--- config.mk ---
export PLATFORM = sky130hd
export DESIGN_NAME = clb_tile
export DESIGN_NICKNAME = d
export VERILOG_FILES = /design/src/common/fabric_pkg.sv /design/src/common/channel_if.sv /design/src/routing/connection_block.sv /design/src/routing/switch_box.sv /design/src/slice/logic_slice.sv /design/src/verilog/clb_tile.sv /design/src/verilog/config_shift_reg.sv
export SDC_FILE = /design/constraint.sdc
export NUM_CORES = 1
export LEC_CHECK = 0
export BUFFER_PORTS_ARGS = -buffer_cell sky130_fd_sc_hd__buf_2
export CORE_AREA = 2 2 196 198
export DETAILED_ROUTE_END_ITERATION = 8
export DIE_AREA = 0 0 198 200
export PLACE_DENSITY = 0.75
export SYNTH_ARGS = -nofsm -noshare
export SYNTH_HDL_FRONTEND = slang
export SYNTH_SLANG_ARGS = --single-unit
--- constraint.sdc ---
create_clock -name clk -period 2.9 [get_ports clk]
set_input_delay 0.87 -clock clk [delete_from_list [all_inputs] [get_ports clk]]
set_output_delay 0.87 -clock clk [all_outputs]
set_load 0.01 [all_outputs]
--- src/common/fabric_pkg.sv ---
package fabric_pkg;

  // Routing channel widths, counted per side of the tile.
  // Single tracks span one tile.
  localparam int WS = 4;
  // Double tracks span two tiles.
  localparam int WD = 4;
  // Global lines in each direction.
  localparam int WG = 3;

  // All tracks on one side.
  // Index order is singles first, then doubles.
  localparam int WT = WS + WD;

  // Number of sides around the switch box.
  localparam int NUM_SIDES = 4;

  // Logic slice geometry.
  localparam int NUM_LUTS = 4;
  localparam int LUT_K = 4;
  // One truth table holds 2**K entries.
  localparam int LUT_BITS = 1 << LUT_K;
  // Every LUT input is a separate slice pin.
  localparam int SLICE_PINS = NUM_LUTS * LUT_K;

  // Connection block pin muxes.
  // Sources are the side0 tracks, then the globals.
  localparam int PIN_SRC = WT + WG;
  // A select of PIN_SRC or more drives the pin low.
  localparam int PIN_SEL_W = 4;
  // Each of the two blocks feeds half of the slice pins.
  localparam int CB_PINS = SLICE_PINS / 2;

  // Switch box source select for one outgoing track.
  // The side is named relative to the outgoing track's own side.
  typedef enum logic [1:0] {
    SRC_NONE = 2'd0,
    SRC_CW   = 2'd1,
    SRC_OPP  = 2'd2,
    SRC_CCW  = 2'd3
  } sb_src_e;

  localparam int SB_SEL_W = $bits(sb_src_e);

  // Configuration segment widths along the chain.
  // Slice holds all truth tables back to back.
  localparam int SLICE_CFG_W = NUM_LUTS * LUT_BITS;
  // Pin selects first, then one injection bit per track.
  localparam int CB_CFG_W = CB_PINS * PIN_SEL_W + WT;
  // One select per outgoing track on every side.
  localparam int SB_CFG_W = NUM_SIDES * WT * SB_SEL_W;

  // Whole chain through slice, cb_north, sb and cb_east.
  localparam int CHAIN_LEN = SLICE_CFG_W + 2 * CB_CFG_W + SB_CFG_W;

endpackage

--- src/common/channel_if.sv ---
`timescale 1ns/1ps

// Routing channel on one side of a block.
// Directions are named as the blk side sees them.
interface channel_if;
  import fabric_pkg::*;

  // Tracks arriving at the blk side.
  logic [WS-1:0] single_in;
  logic [WD-1:0] double_in;

  // Tracks leaving the blk side.
  logic [WS-1:0] single_out;
  logic [WD-1:0] double_out;

  // View of the block that owns this side.
  modport blk (
    input  single_in,
    input  double_in,
    output single_out,
    output double_out
  );

  // View from across the channel.
  modport far (
    output single_in,
    output double_in,
    input  single_out,
    input  double_out
  );

endinterface

--- src/routing/connection_block.sv ---
`timescale 1ns/1ps

// Connection block between a routing channel and the slice.
// Tracks pass from side0 to side1 and back.
// Slice outputs can replace tracks heading toward side1.
module connection_block (
  input  logic                           clk,
  input  logic                           rst_n,
  input  logic                           cen,
  input  logic                           set,
  input  logic                           shift_in,
  output logic                           shift_out,
  channel_if.far                         side0,
  channel_if.far                         side1,
  input  logic [fabric_pkg::WG-1:0]       global_in,
  input  logic [fabric_pkg::NUM_LUTS-1:0] lut_out,
  output logic [fabric_pkg::CB_PINS-1:0]  pins
);
  import fabric_pkg::*;

  logic [CB_CFG_W-1:0] cfg;
  // Injection enables, one per side1 outgoing track.
  logic [WT-1:0]       inject;
  // Tracks as seen at each side, singles in the low bits.
  logic [WT-1:0]       s0_in;
  logic [WT-1:0]       s1_in;
  logic [WT-1:0]       s1_out;
  // Everything a pin can pick from.
  logic [PIN_SRC-1:0]  pin_src;

  config_shift_reg #(
    .WIDTH(CB_CFG_W)
  ) u_cfg (
    .clk      (clk),
    .rst_n    (rst_n),
    .cen      (cen),
    .set      (set),
    .shift_in (shift_in),
    .shift_out(shift_out),
    .cfg      (cfg)
  );

  assign inject  = cfg[CB_PINS*PIN_SEL_W +: WT];
  assign s0_in   = {side0.double_out, side0.single_out};
  assign s1_in   = {side1.double_out, side1.single_out};
  // Tracks first, globals above them.
  assign pin_src = {global_in, s0_in};

  // Pin muxes.
  // Out of range selects leave the pin low.
  always_comb begin
    logic [PIN_SEL_W-1:0] sel;
    sel = '0;
    for (int p = 0; p < CB_PINS; p++) begin
      sel     = cfg[p*PIN_SEL_W +: PIN_SEL_W];
      pins[p] = (sel < PIN_SRC) ? pin_src[sel] : 1'b0;
    end
  end

  // Track i can carry LUT i mod NUM_LUTS instead of its own signal.
  always_comb begin
    for (int i = 0; i < WT; i++) begin
      s1_out[i] = inject[i] ? lut_out[i % NUM_LUTS] : s0_in[i];
    end
  end

  assign side1.single_in = s1_out[WS-1:0];
  assign side1.double_in = s1_out[WT-1:WS];
  // Reverse direction is a plain pass.
  assign side0.single_in = s1_in[WS-1:0];
  assign side0.double_in = s1_in[WT-1:WS];

endmodule

--- src/routing/switch_box.sv ---
`timescale 1ns/1ps

// Disjoint switch box.
// Each outgoing track copies the same index from one other side.
module switch_box (
  input  logic   clk,
  input  logic   rst_n,
  input  logic   cen,
  input  logic   set,
  input  logic   shift_in,
  output logic   shift_out,
  channel_if.blk north,
  channel_if.blk east,
  channel_if.blk south,
  channel_if.blk west
);
  import fabric_pkg::*;

  logic [SB_CFG_W-1:0] cfg;
  // Sides indexed north, east, south, west.
  logic [WT-1:0] trk_in  [NUM_SIDES];
  logic [WT-1:0] trk_out [NUM_SIDES];

  config_shift_reg #(
    .WIDTH(SB_CFG_W)
  ) u_cfg (
    .clk      (clk),
    .rst_n    (rst_n),
    .cen      (cen),
    .set      (set),
    .shift_in (shift_in),
    .shift_out(shift_out),
    .cfg      (cfg)
  );

  assign trk_in[0] = {north.double_in, north.single_in};
  assign trk_in[1] = {east.double_in,  east.single_in};
  assign trk_in[2] = {south.double_in, south.single_in};
  assign trk_in[3] = {west.double_in,  west.single_in};

  // Clockwise from side s is s+1, counter clockwise is s+3.
  always_comb begin
    sb_src_e sel;
    sel = SRC_NONE;
    for (int s = 0; s < NUM_SIDES; s++) begin
      for (int i = 0; i < WT; i++) begin
        sel = sb_src_e'(cfg[(s*WT+i)*SB_SEL_W +: SB_SEL_W]);
        case (sel)
          SRC_CW:  trk_out[s][i] = trk_in[(s+1)%NUM_SIDES][i];
          SRC_OPP: trk_out[s][i] = trk_in[(s+2)%NUM_SIDES][i];
          SRC_CCW: trk_out[s][i] = trk_in[(s+3)%NUM_SIDES][i];
          default: trk_out[s][i] = 1'b0;
        endcase
      end
    end
  end

  assign north.single_out = trk_out[0][WS-1:0];
  assign north.double_out = trk_out[0][WT-1:WS];
  assign east.single_out  = trk_out[1][WS-1:0];
  assign east.double_out  = trk_out[1][WT-1:WS];
  assign south.single_out = trk_out[2][WS-1:0];
  assign south.double_out = trk_out[2][WT-1:WS];
  assign west.single_out  = trk_out[3][WS-1:0];
  assign west.double_out  = trk_out[3][WT-1:WS];

  // Once loaded, every select must be a defined source.
  // An unknown select would spread X over the whole channel.
  sel_known_a: assert property (
    @(posedge clk) disable iff (!rst_n)
    (set && cen) |=> !$isunknown(cfg)
  );

endmodule

--- src/slice/logic_slice.sv ---
`timescale 1ns/1ps

// Logic slice with NUM_LUTS four-input LUTs.
// Each LUT feeds a flip-flop, so every output is registered.
module logic_slice (
  input  logic                             clk,
  input  logic                             rst_n,
  input  logic                             cen,
  input  logic                             set,
  input  logic                             shift_in,
  output logic                             shift_out,
  input  logic [fabric_pkg::SLICE_PINS-1:0] pins,
  output logic [fabric_pkg::NUM_LUTS-1:0]   lut_out
);
  import fabric_pkg::*;

  // All truth tables, LUT 0 in the lowest bits.
  logic [SLICE_CFG_W-1:0] cfg;
  // LUT results before the flip-flops.
  logic [NUM_LUTS-1:0] lut_d;

  config_shift_reg #(
    .WIDTH(SLICE_CFG_W)
  ) u_cfg (
    .clk      (clk),
    .rst_n    (rst_n),
    .cen      (cen),
    .set      (set),
    .shift_in (shift_in),
    .shift_out(shift_out),
    .cfg      (cfg)
  );

  // Table lookup for each LUT.
  // Pin 4n is the least significant address bit of LUT n.
  always_comb begin
    logic [LUT_BITS-1:0] table_bits;
    logic [LUT_K-1:0]    addr;
    table_bits = '0;
    addr       = '0;
    for (int n = 0; n < NUM_LUTS; n++) begin
      table_bits = cfg[n*LUT_BITS +: LUT_BITS];
      addr       = pins[n*LUT_K +: LUT_K];
      lut_d[n]   = table_bits[addr];
    end
  end

  // Output flip-flops.
  // They break every route that would loop back through the slice.
  always_ff @(posedge clk or negedge rst_n) begin
    if (!rst_n) begin
      lut_out <= '0;
    end else if (cen) begin
      lut_out <= lut_d;
    end
  end

  // Results are frozen while the fabric clock enable is low.
  // Routing downstream relies on this during a stalled load.
  lut_hold_a: assert property (
    @(posedge clk) disable iff (!rst_n)
    !cen |=> $stable(lut_out)
  );

endmodule

--- src/verilog/clb_tile.sv ---
`timescale 1ns/1ps

// One island-style logic tile.
// Chain order is slice, cb_north, sb, cb_east.
module clb_tile (
  input  logic                     clk,
  input  logic                     rst_n,
  input  logic                     cen,
  input  logic                     shift_in_from_north,
  input  logic                     set_in_from_north,
  output logic                     shift_out_to_south,
  output logic                     set_out_to_south,
  input  logic [fabric_pkg::WS-1:0] north_single_in,
  input  logic [fabric_pkg::WD-1:0] north_double_in,
  output logic [fabric_pkg::WS-1:0] north_single_out,
  output logic [fabric_pkg::WD-1:0] north_double_out,
  input  logic [fabric_pkg::WS-1:0] east_single_in,
  input  logic [fabric_pkg::WD-1:0] east_double_in,
  output logic [fabric_pkg::WS-1:0] east_single_out,
  output logic [fabric_pkg::WD-1:0] east_double_out,
  input  logic [fabric_pkg::WS-1:0] south_single_in,
  input  logic [fabric_pkg::WD-1:0] south_double_in,
  output logic [fabric_pkg::WS-1:0] south_single_out,
  output logic [fabric_pkg::WD-1:0] south_double_out,
  input  logic [fabric_pkg::WS-1:0] west_single_in,
  input  logic [fabric_pkg::WD-1:0] west_double_in,
  output logic [fabric_pkg::WS-1:0] west_single_out,
  output logic [fabric_pkg::WD-1:0] west_double_out,
  input  logic [fabric_pkg::WG-1:0] global_vertical,
  input  logic [fabric_pkg::WG-1:0] global_horizontal
);
  import fabric_pkg::*;

  // Serial links between chain segments.
  logic slice_so, cb_north_so, sb_so;
  logic [SLICE_PINS-1:0] slice_pins;
  logic [NUM_LUTS-1:0]   lut_out;

  channel_if ch_north ();
  channel_if ch_east ();
  channel_if ch_south ();
  channel_if ch_west ();
  // Internal channels between sb and the connection blocks.
  channel_if sb_west ();
  channel_if sb_south ();

  // Switch box owns north and east.
  assign ch_north.single_in = north_single_in;
  assign ch_north.double_in = north_double_in;
  assign north_single_out   = ch_north.single_out;
  assign north_double_out   = ch_north.double_out;
  assign ch_east.single_in  = east_single_in;
  assign ch_east.double_in  = east_double_in;
  assign east_single_out    = ch_east.single_out;
  assign east_double_out    = ch_east.double_out;

  // West and south face the connection blocks from the far side.
  assign ch_west.single_out  = west_single_in;
  assign ch_west.double_out  = west_double_in;
  assign west_single_out     = ch_west.single_in;
  assign west_double_out     = ch_west.double_in;
  assign ch_south.single_out = south_single_in;
  assign ch_south.double_out = south_double_in;
  assign south_single_out    = ch_south.single_in;
  assign south_double_out    = ch_south.double_in;

  // Set goes to the next tile untouched so the column loads together.
  assign set_out_to_south = set_in_from_north;

  logic_slice u_slice (
    .clk      (clk),
    .rst_n    (rst_n),
    .cen      (cen),
    .set      (set_in_from_north),
    .shift_in (shift_in_from_north),
    .shift_out(slice_so),
    .pins     (slice_pins),
    .lut_out  (lut_out)
  );

  connection_block cb_north (
    .clk      (clk),
    .rst_n    (rst_n),
    .cen      (cen),
    .set      (set_in_from_north),
    .shift_in (slice_so),
    .shift_out(cb_north_so),
    .side0    (ch_west),
    .side1    (sb_west),
    .global_in(global_horizontal),
    .lut_out  (lut_out),
    .pins     (slice_pins[CB_PINS-1:0])
  );

  switch_box sb (
    .clk      (clk),
    .rst_n    (rst_n),
    .cen      (cen),
    .set      (set_in_from_north),
    .shift_in (cb_north_so),
    .shift_out(sb_so),
    .north    (ch_north),
    .east     (ch_east),
    .south    (sb_south),
    .west     (sb_west)
  );

  connection_block cb_east (
    .clk      (clk),
    .rst_n    (rst_n),
    .cen      (cen),
    .set      (set_in_from_north),
    .shift_in (sb_so),
    .shift_out(shift_out_to_south),
    .side0    (sb_south),
    .side1    (ch_south),
    .global_in(global_vertical),
    .lut_out  (lut_out),
    .pins     (slice_pins[SLICE_PINS-1:CB_PINS])
  );

endmodule

--- src/verilog/config_shift_reg.sv ---
`timescale 1ns/1ps

// One segment of the serial configuration chain.
// The shadow shifts while cen is high.
// The active copy loads from the shadow on set.
module config_shift_reg #(
  parameter int WIDTH = 8
) (
  input  logic             clk,
  input  logic             rst_n,
  input  logic             cen,
  input  logic             set,
  input  logic             shift_in,
  output logic             shift_out,
  output logic [WIDTH-1:0] cfg
);

  // Bits being loaded.
  logic [WIDTH-1:0] shadow;
  // Bits the block acts on.
  logic [WIDTH-1:0] active;

  // New bits enter at the top and walk down.
  // Bit 0 is the next one handed to the following block.
  always_ff @(posedge clk or negedge rst_n) begin
    if (!rst_n) begin
      shadow <= '0;
    end else if (cen) begin
      shadow <= {shift_in, shadow[WIDTH-1:1]};
    end
  end

  // Active takes the shadow as it stood before this edge.
  // So a set on the last shift edge misses that final bit.
  always_ff @(posedge clk or negedge rst_n) begin
    if (!rst_n) begin
      active <= '0;
    end else if (cen && set) begin
      active <= shadow;
    end
  end

  assign shift_out = shadow[0];
  assign cfg       = active;

  // The strobe is shared by every tile in the column.
  // An unknown here would corrupt all of them at once.
  set_known_a: assert property (
    @(posedge clk) disable iff (!rst_n)
    !$isunknown(set)
  );

endmodule
==> results.py, run 1 <==
metrics = {
    "critical_path": {
        "startpoint": "sb.u_cfg.cfg[36]",
        "worst_ep_arrival_time_ns": 2.03,
        "worstSetupStartpointType": "flop",
        "crit_type": "reg -> out",
        "worstSetupEndpoint": "south_single_out[2]",
        "critPathCaptureType": "output port",
        "r2r_end": "u_slice.lut_out[2]",
        "cp_data_required_time_ns": 2.03,
        "reg2reg_slack_ns": 0.09,
        "r2r_start": "sb.u_cfg.cfg[34]",
        "ff2ff_path_depth": 9,
        "critical_path.max_fanout": 4,
    },
    "timing": {
        "finalMaxSlewViolations": 0,
        "finClkSkew_ns": 0.00962,
        "rsz0062_at_grt": "yes",
        "setup_ws_ns": -0.00126,
        "finalHoldViolCount": 0,
        "finalSetupViolations": 1,
        "fmax_mhz": 345,
        "period_needed_ns": 2.90,
        "fin_crit_sh_pct": 100,
        "tightestPinTransition_ns": 0.692,
        "relSlewSlack_pct": 53.4,
        "setup_tns_ns": -0.00126,
    },
    "layout": {
        "multi_input_area_mm2": 0.00818,
        "design_area_mm2": 0.0222,
        "syn2layout_area_growth_pct": 17.9,
        "fillers": 2828,
        "fin_nets": 1507,
        "diodes": 0,
        "final_cells": 2002,
        "drive_above_1_share_pct": 50.4,
        "seq_area_mm2": 0.0105,
    },
    "logic_synthesis": {
        "ys_warn_count": 0,
        "ys_ff_latch": 420,
        "synth_edf_count": 0,
        "synth_seq_area_share_pct": 55.9,
        "synth_cell_types": 64,
        "async_flop_share_pct": 100,
        "synth_ff_type": "dfrtp_1",
        "syn_avg_cell_area_um2": 14.4,
        "netlist_instances": 1306,
        "syn_area_mm2": 0.0188,
        "synth_nets": 1349,
    },
    "clock_tree": {
        "htree_num_levels": 2,
        "cts_tree": "yes",
        "clockBufferDepth": 3,
        "clk_latency_ns": 0.55,
        "numCtsBuffers": 43,
        "cts-root-buf": "clkbuf_16",
        "clk_pin_slew_worst_paths_ns": 0.06,
        "clock-sinks": 420,
        "hold_buffers": 0,
    },
    "route": {
        "firstDrtPassIters": 5,
        "wire_per_inst_um": 19.5,
        "num_vias": 11500,
        "route.detailed.drc": 0,
        "antenna_left": 0,
        "drtIter0Drc": 652,
        "viasPerCell": 5.73,
        "wl_um": 39100,
    },
    "grt": {
        "overflow": 0,
        "antenna_found_initial": 0,
        "grt_pass1_wl_um": 63500,
        "grt.total_usage_pct": 20.3,
        "grt_pass1_vias": 11800,
        "grt_max_degree": 77,
    },
    "power": {
        "p_sw_mw": 3.01,
        "pwr-share-seq_pct": 49.3,
        "p_total_mw": 13.1,
        "power.leakage_nw": 10.7,
        "pwr_density_cell_mw_per_mm2": 593,
        "combinationalPowerShare_pct": 8.0,
        "pwr-share-clk_pct": 42.7,
        "ir_worst_vdd_uv": 454,
        "p_sw_share_pct": 22.9,
        "intPower_mw": 10.1,
    },
    "floorplan": {
        "die_y_um": 200,
        "core_mm2": 0.0374,
        "ios": 77,
        "num_rows": 71,
        "dieArea_mm2": 0.0396,
        "start_util_pct": 50.3,
        "die_w_um": 198,
    },
    "placed_design": {
        "place_area_mm2": 0.0204,
        "dpl.cell_count": 1915,
        "io_buffers": 76,
        "hpwl_um": 26400,
        "gp_congestion": 0.893,
        "place_ws_ns": -0.391,
    },
    "worst_hold_path": {
        "worstHoldPathType": "in -> async",
    },
    "run_status": {
        "run_status": "complete, but fails checks",
        "violations": "setup timing",
    },
    "job": {
        "maxCapViolCount": 0,
    },
}
-- how the worst min path moves through the flow --
stage | from | to | slack, ns | cells past startpoint
final | rst_n | cb_north.u_cfg.cfg[4] | 0.33 | 1
after floorplan | u_slice.u_cfg.cfg[57] | u_slice.u_cfg.cfg[57] | 0.47 | 1
after CTS | rst_n | cb_north.u_cfg.shadow[4] | 0.33 | 1
after global routing | rst_n | u_slice.u_cfg.cfg[7] | 0.36 | 1
after global placement | u_slice.u_cfg.cfg[8] | u_slice.u_cfg.cfg[8] | 0.49 | 1
after detailed placement | u_slice.u_cfg.cfg[16] | u_slice.u_cfg.cfg[16] | 0.49 | 1
-- layout by cell type, fill, tap and decap left out, types with 19 or more instances in the layout --
cell / count
mux2_2: 435
dfrtp_1: 415
buf_4: 79
buf_2: 68
nand2_1: 64
mux2i_1: 59
clkbuf_16: 44
o21ai_0: 42
mux4_2: 22
inv_1: 19
-- cells in the mapped netlist, types with 2 or more instances --
cell type	n	area (um^2)
and3_1	2	12.5
nand3_1	11	55.1
a21oi_1	5	25.0
a221oi_1	10	87.6
o21a_2	2	17.5
buf_1	4	15.0
nand3b_1	11	82.6
o211a_1	3	30.0
mux2_2	439	4940
a32oi_1	2	17.5
nor2b_1	3	18.8
o2111ai_1	4	35.0
o21bai_1	2	15.0
nand2b_1	10	62.6
o31ai_4	2	42.5
o311ai_0	2	17.5
inv_1	19	71.3
o211ai_1	11	82.6
a22o_1	3	26.3
a22oi_1	2	15.0
mux2_4	8	120
o22ai_1	4	25.0
and2_1	2	12.5
nor3b_1	2	15.0
clkbuf_1	53	199
o221ai_1	10	87.6
o22a_1	6	52.6
dfrtp_1	420	10500
mux2i_1	66	661
or2_2	3	18.8
mux4_1	4	105
o21ai_0	44	220
nand2_1	65	244
o221a_2	3	33.8
nor2b_2	4	35.0
a31oi_1	2	12.5
mux4_2	22	495
a21boi_0	2	15.0
nor2_1	14	52.6
-- logic make-up after synthesis --
kind of cell / after synthesis / synth area share, %
compound gates: 133 / 5.31
flops: 420 / 55.9
simple gates: 135 / 3.54
mux: 540 / 33.7
buf+inv: 78 / 1.62
-- power by group through the flow --
stage | logic [mW] | registers, mW | clock network, mW
2_1_floorplan | 0.654 | 6.46 | 0
3_3_place_gp | 1.00 | 6.57 | 0
3_5_place_dp | 1.03 | 6.58 | 0
4_1_cts | 1.06 | 6.48 | 5.74
5_1_grt | 1.14 | 6.52 | 6.01
6_report | 1.06 | 6.48 | 5.61
-- layout make-up --
cell class                      count  area share [%]
Clock inverter                     16            1.06
Clock buffer                       56            5.39
Inverter                           19           0.322
Sequential cell                   420            47.4
Timing Repair Buffer              172            6.06
Multi-Input combinational cell    808            36.9
Tap cell                          511            2.88
-- state kept, by name (all words and copies together), names as in the netlist --
register / cells
sb.u_cfg.shadow: 64
u_slice.u_cfg.cfg: 64
sb.u_cfg.cfg: 64
cb_north.u_cfg.shadow: 40
cb_east.u_cfg.shadow: 40
cb_north.u_cfg.cfg: 40
u_slice.lut_out: 4
u_slice.u_cfg.shadow: 64
cb_east.u_cfg.cfg: 40
-- metal layers --
| metal | global-route usage [%] | wire length, um | vias to the layer above |
|---|---|---|---|
| li1 | - | - | 5177 |
| met1 | 27.4 | 17600 | 5952 |
| met2 | 33.5 | 18700 | 255 |
| met3 | 3.36 | 1670 | 88 |
| met4 | 7.10 | 1150 | 0 |
| met5 | 0 | 0 | - |
-- what timing repair did --
action	CTS	global route
setup buffers	13	6
pin swaps	5	4
cloned	0	0
endpoints found under the hold margin	0	0
resized for setup	34	16
setup endpoints to repair	14	14
-- worst max-delay path, stage by stage (launching register included) --
cell	delay (ns)
dfrtp_1	0.43
mux2_4	0.36
a22o_4	0.27
mux2_4	0.29
buf_6	0.13
-- metrics by stage --
stage                     hold slack (ns)  util (%)
after floorplan                     0.471         -
final                               0.329      59.3
after global placement              0.487      54.6
after CTS                           0.331      59.0
after detailed placement            0.492      54.6
after global routing                0.360      59.3
Note: power is estimated with default switching activity, not from simulation.
==> run 2: changes to the inputs <==
==> constraint.sdc (replaced) <==
create_clock -name clk -period 2.9 [get_ports clk]
set_input_delay 0.87 -clock clk [delete_from_list [all_inputs] [get_ports clk]]
set_output_delay 0.87 -clock clk [all_outputs]
set_load 0.005 [all_outputs]
==> run 2 against run 1 <==
Net effect: the run now ends clean; cell count increased by 0.30%; power up 1.4%; maximum frequency grew 0.71%; hold slack better by 0.041 ns; first-iteration DRC count decreased by 8.6%; wire length grew 1.2%; final area rose by 0.17%; largest cell class unchanged; highest routed layer unchanged.
==> results.py, run 2 (synthesis results as in run 1) <==
metrics = {
    "run_status": {
        "run_status": "finished clean",
    },
    "layout": {
        "diodes": 0,
        "final_core_util_pct": 59.4,
        "drive_above_1_share_pct": 50.5,
        "layout_common_cells": "434 x mux2_2, 414 x dfrtp_1, 77 x buf_4, 71 x buf_2, 64 x nand2_1",
        "design_area_mm2": 0.0222,
        "fin_nets": 1506,
        "syn2layout_area_growth_pct": 18.1,
        "final_common_cell": "mux2_2",
    },
    "timing": {
        "relSlewSlack_pct": 49.6,
        "tightestPinTransition_ns": 0.757,
        "rsz0062_at_grt": "yes",
        "period_needed_ns": 2.88,
        "fin_crit_sh_pct": 99.3,
        "finalSetupViolations": 0,
        "setup_tns_ns": 0,
        "finalMaxSlewViolations": 0,
        "finClkSkew_ns": 0.0167,
        "fmax_mhz": 347,
        "finalHoldViolCount": 0,
    },
    "critical_path": {
        "crit_type": "reg -> out",
        "critical_path.max_fanout": 2,
        "critPathCaptureType": "output port",
        "cp_data_required_time_ns": 2.03,
        "worst_ep_arrival_time_ns": 2.01,
        "worstSetupStartpointType": "flop",
        "reg2reg_slack_ns": 0.10,
    },
    "power": {
        "intPower_mw": 10.3,
        "p_total_mw": 13.3,
        "ir_worst_vdd_uv": 415,
        "power.leakage_nw": 10.7,
        "pwr_density_cell_mw_per_mm2": 600,
        "p_sw_share_pct": 23.0,
        "pwr-share-seq_pct": 48.6,
        "pwr-share-clk_pct": 43.5,
        "p_sw_mw": 3.07,
        "combinationalPowerShare_pct": 7.9,
    },
    "clock_tree": {
        "cts_tree": "yes",
        "clk_latency_ns": 0.55,
        "cts-root-buf": "clkbuf_16",
        "hold_buffers": 0,
        "numCtsBuffers": 43,
        "htree_num_levels": 2,
        "clk_pin_slew_worst_paths_ns": 0.06,
        "clockBufferDepth": 3,
        "clock-sinks": 420,
    },
    "floorplan": {
        "ios": 77,
        "core_mm2": 0.0374,
        "start_util_pct": 50.3,
        "dieArea_mm2": 0.0396,
        "die_y_um": 200,
        "num_rows": 71,
        "die_w_um": 198,
    },
    "route": {
        "route.detailed.drc": 0,
        "wl_um": 39600,
        "viasPerCell": 5.69,
        "antenna_left": 0,
        "firstDrtPassIters": 7,
        "wire_per_inst_um": 19.7,
        "drtIter0Drc": 596,
        "num_vias": 11400,
    },
    "grt": {
        "antenna_found_initial": 0,
        "grtUsageMet3_pct": 2.92,
        "use_met2_pct": 34.6,
        "grt_pass1_vias": 11900,
        "grt_pass1_wl_um": 64200,
        "grt_max_degree": 104,
        "grt.total_usage_pct": 20.5,
        "use_met1_pct": 28.0,
        "top_usage_layer": "met2",
        "overflow": 0,
    },
    "worst_hold_path": {
        "worstHoldPathType": "in -> async",
    },
    "placed_design": {
        "io_buffers": 76,
        "hpwl_um": 26500,
        "gp_congestion": 0.896,
        "place_area_mm2": 0.0204,
    },
    "job": {
        "maxCapViolCount": 0,
    },
}
==> run 2: cell types whose count changed in the layout (fill, tap and decap cells not counted), moves of 3 or more <==
cell        before  now
o21ai_1          2    6
clkinvlp_4       0    4
o21ai_0         42   39
buf_2           68   71
clkbuf_8         5    9
==> run 2: cell type report <==
type	count	area (um^2)
tap	511	639
multi-input combinational	808	8160
clock buffer	58	1240
inverter	19	71.3
fill	2826	15200
timing repair buffer	171	1320
sequential	420	10500
clock inverter	21	267
==> run 2: layer usage <==
| layer | wire (um) | vias up |
|---|---|---|
| met3 | 1620 | 65 |
| met1 | 17700 | 5953 |
| met4 | 866 | 0 |
| met2 | 19400 | 235 |
| met5 | 0 | - |
| li1 | - | 5166 |
==> run 2: path summary, 6_finish.rpt <==
| kind | from | end | depth (start not counted) |
|---|---|---|---|
| worst max-delay path | sb.u_cfg.cfg[34] | south_single_out[1] | 4 |
| worst min-delay path | rst_n | cb_north.u_cfg.cfg[11] | 1 |
| worst max register to register | sb.u_cfg.cfg[32] | u_slice.lut_out[3] | 9 |
| worst min register to register | u_slice.u_cfg.cfg[57] | u_slice.u_cfg.cfg[57] | 1 |
| max in group asynchronous | rst_n | sb.u_cfg.shadow[51] | 2 |
| min in group clk | u_slice.u_cfg.cfg[57] | u_slice.u_cfg.cfg[57] | 1 |
==> run 2: repair_timing <==
item / in CTS / in global routing
gates resized for setup: 28 / 18
buffers inserted: 16 / 3
setup endpoints to repair: 13 / 14
pin swaps: 4 / 4
endpoints found under the hold margin: 0 / 0
==> run 2: critical path, stage by stage, from the launching register on <==
cell and delay [ns]:
dfrtp_1 0.42, mux2_4 0.35, a22o_4 0.26, mux2_4 0.29
buf_2 0.14
==> run 2: metrics by stage <==
stage,worst slack (ns),instances,hold slack [ns]
final,0.0192,2008,0.370
after global routing,-0.0189,2008,0.409
after CTS,-0.00482,2006,0.380
after detailed placement,-0.336,1915,0.487
after global placement,-0.272,1915,0.487
after floorplan,-0.128,1306,0.471
==> run 2: power groups by stage <==
stage | Clock [mW] | Sequential, mW | Combinational [mW]
6_report | 5.80 | 6.47 | 1.05
5_1_grt | 6.17 | 6.52 | 1.14
4_1_cts | 5.93 | 6.48 | 1.06
3_5_place_dp | 0 | 6.58 | 1.04
3_3_place_gp | 0 | 6.56 | 1.00
2_1_floorplan | 0 | 6.46 | 0.653
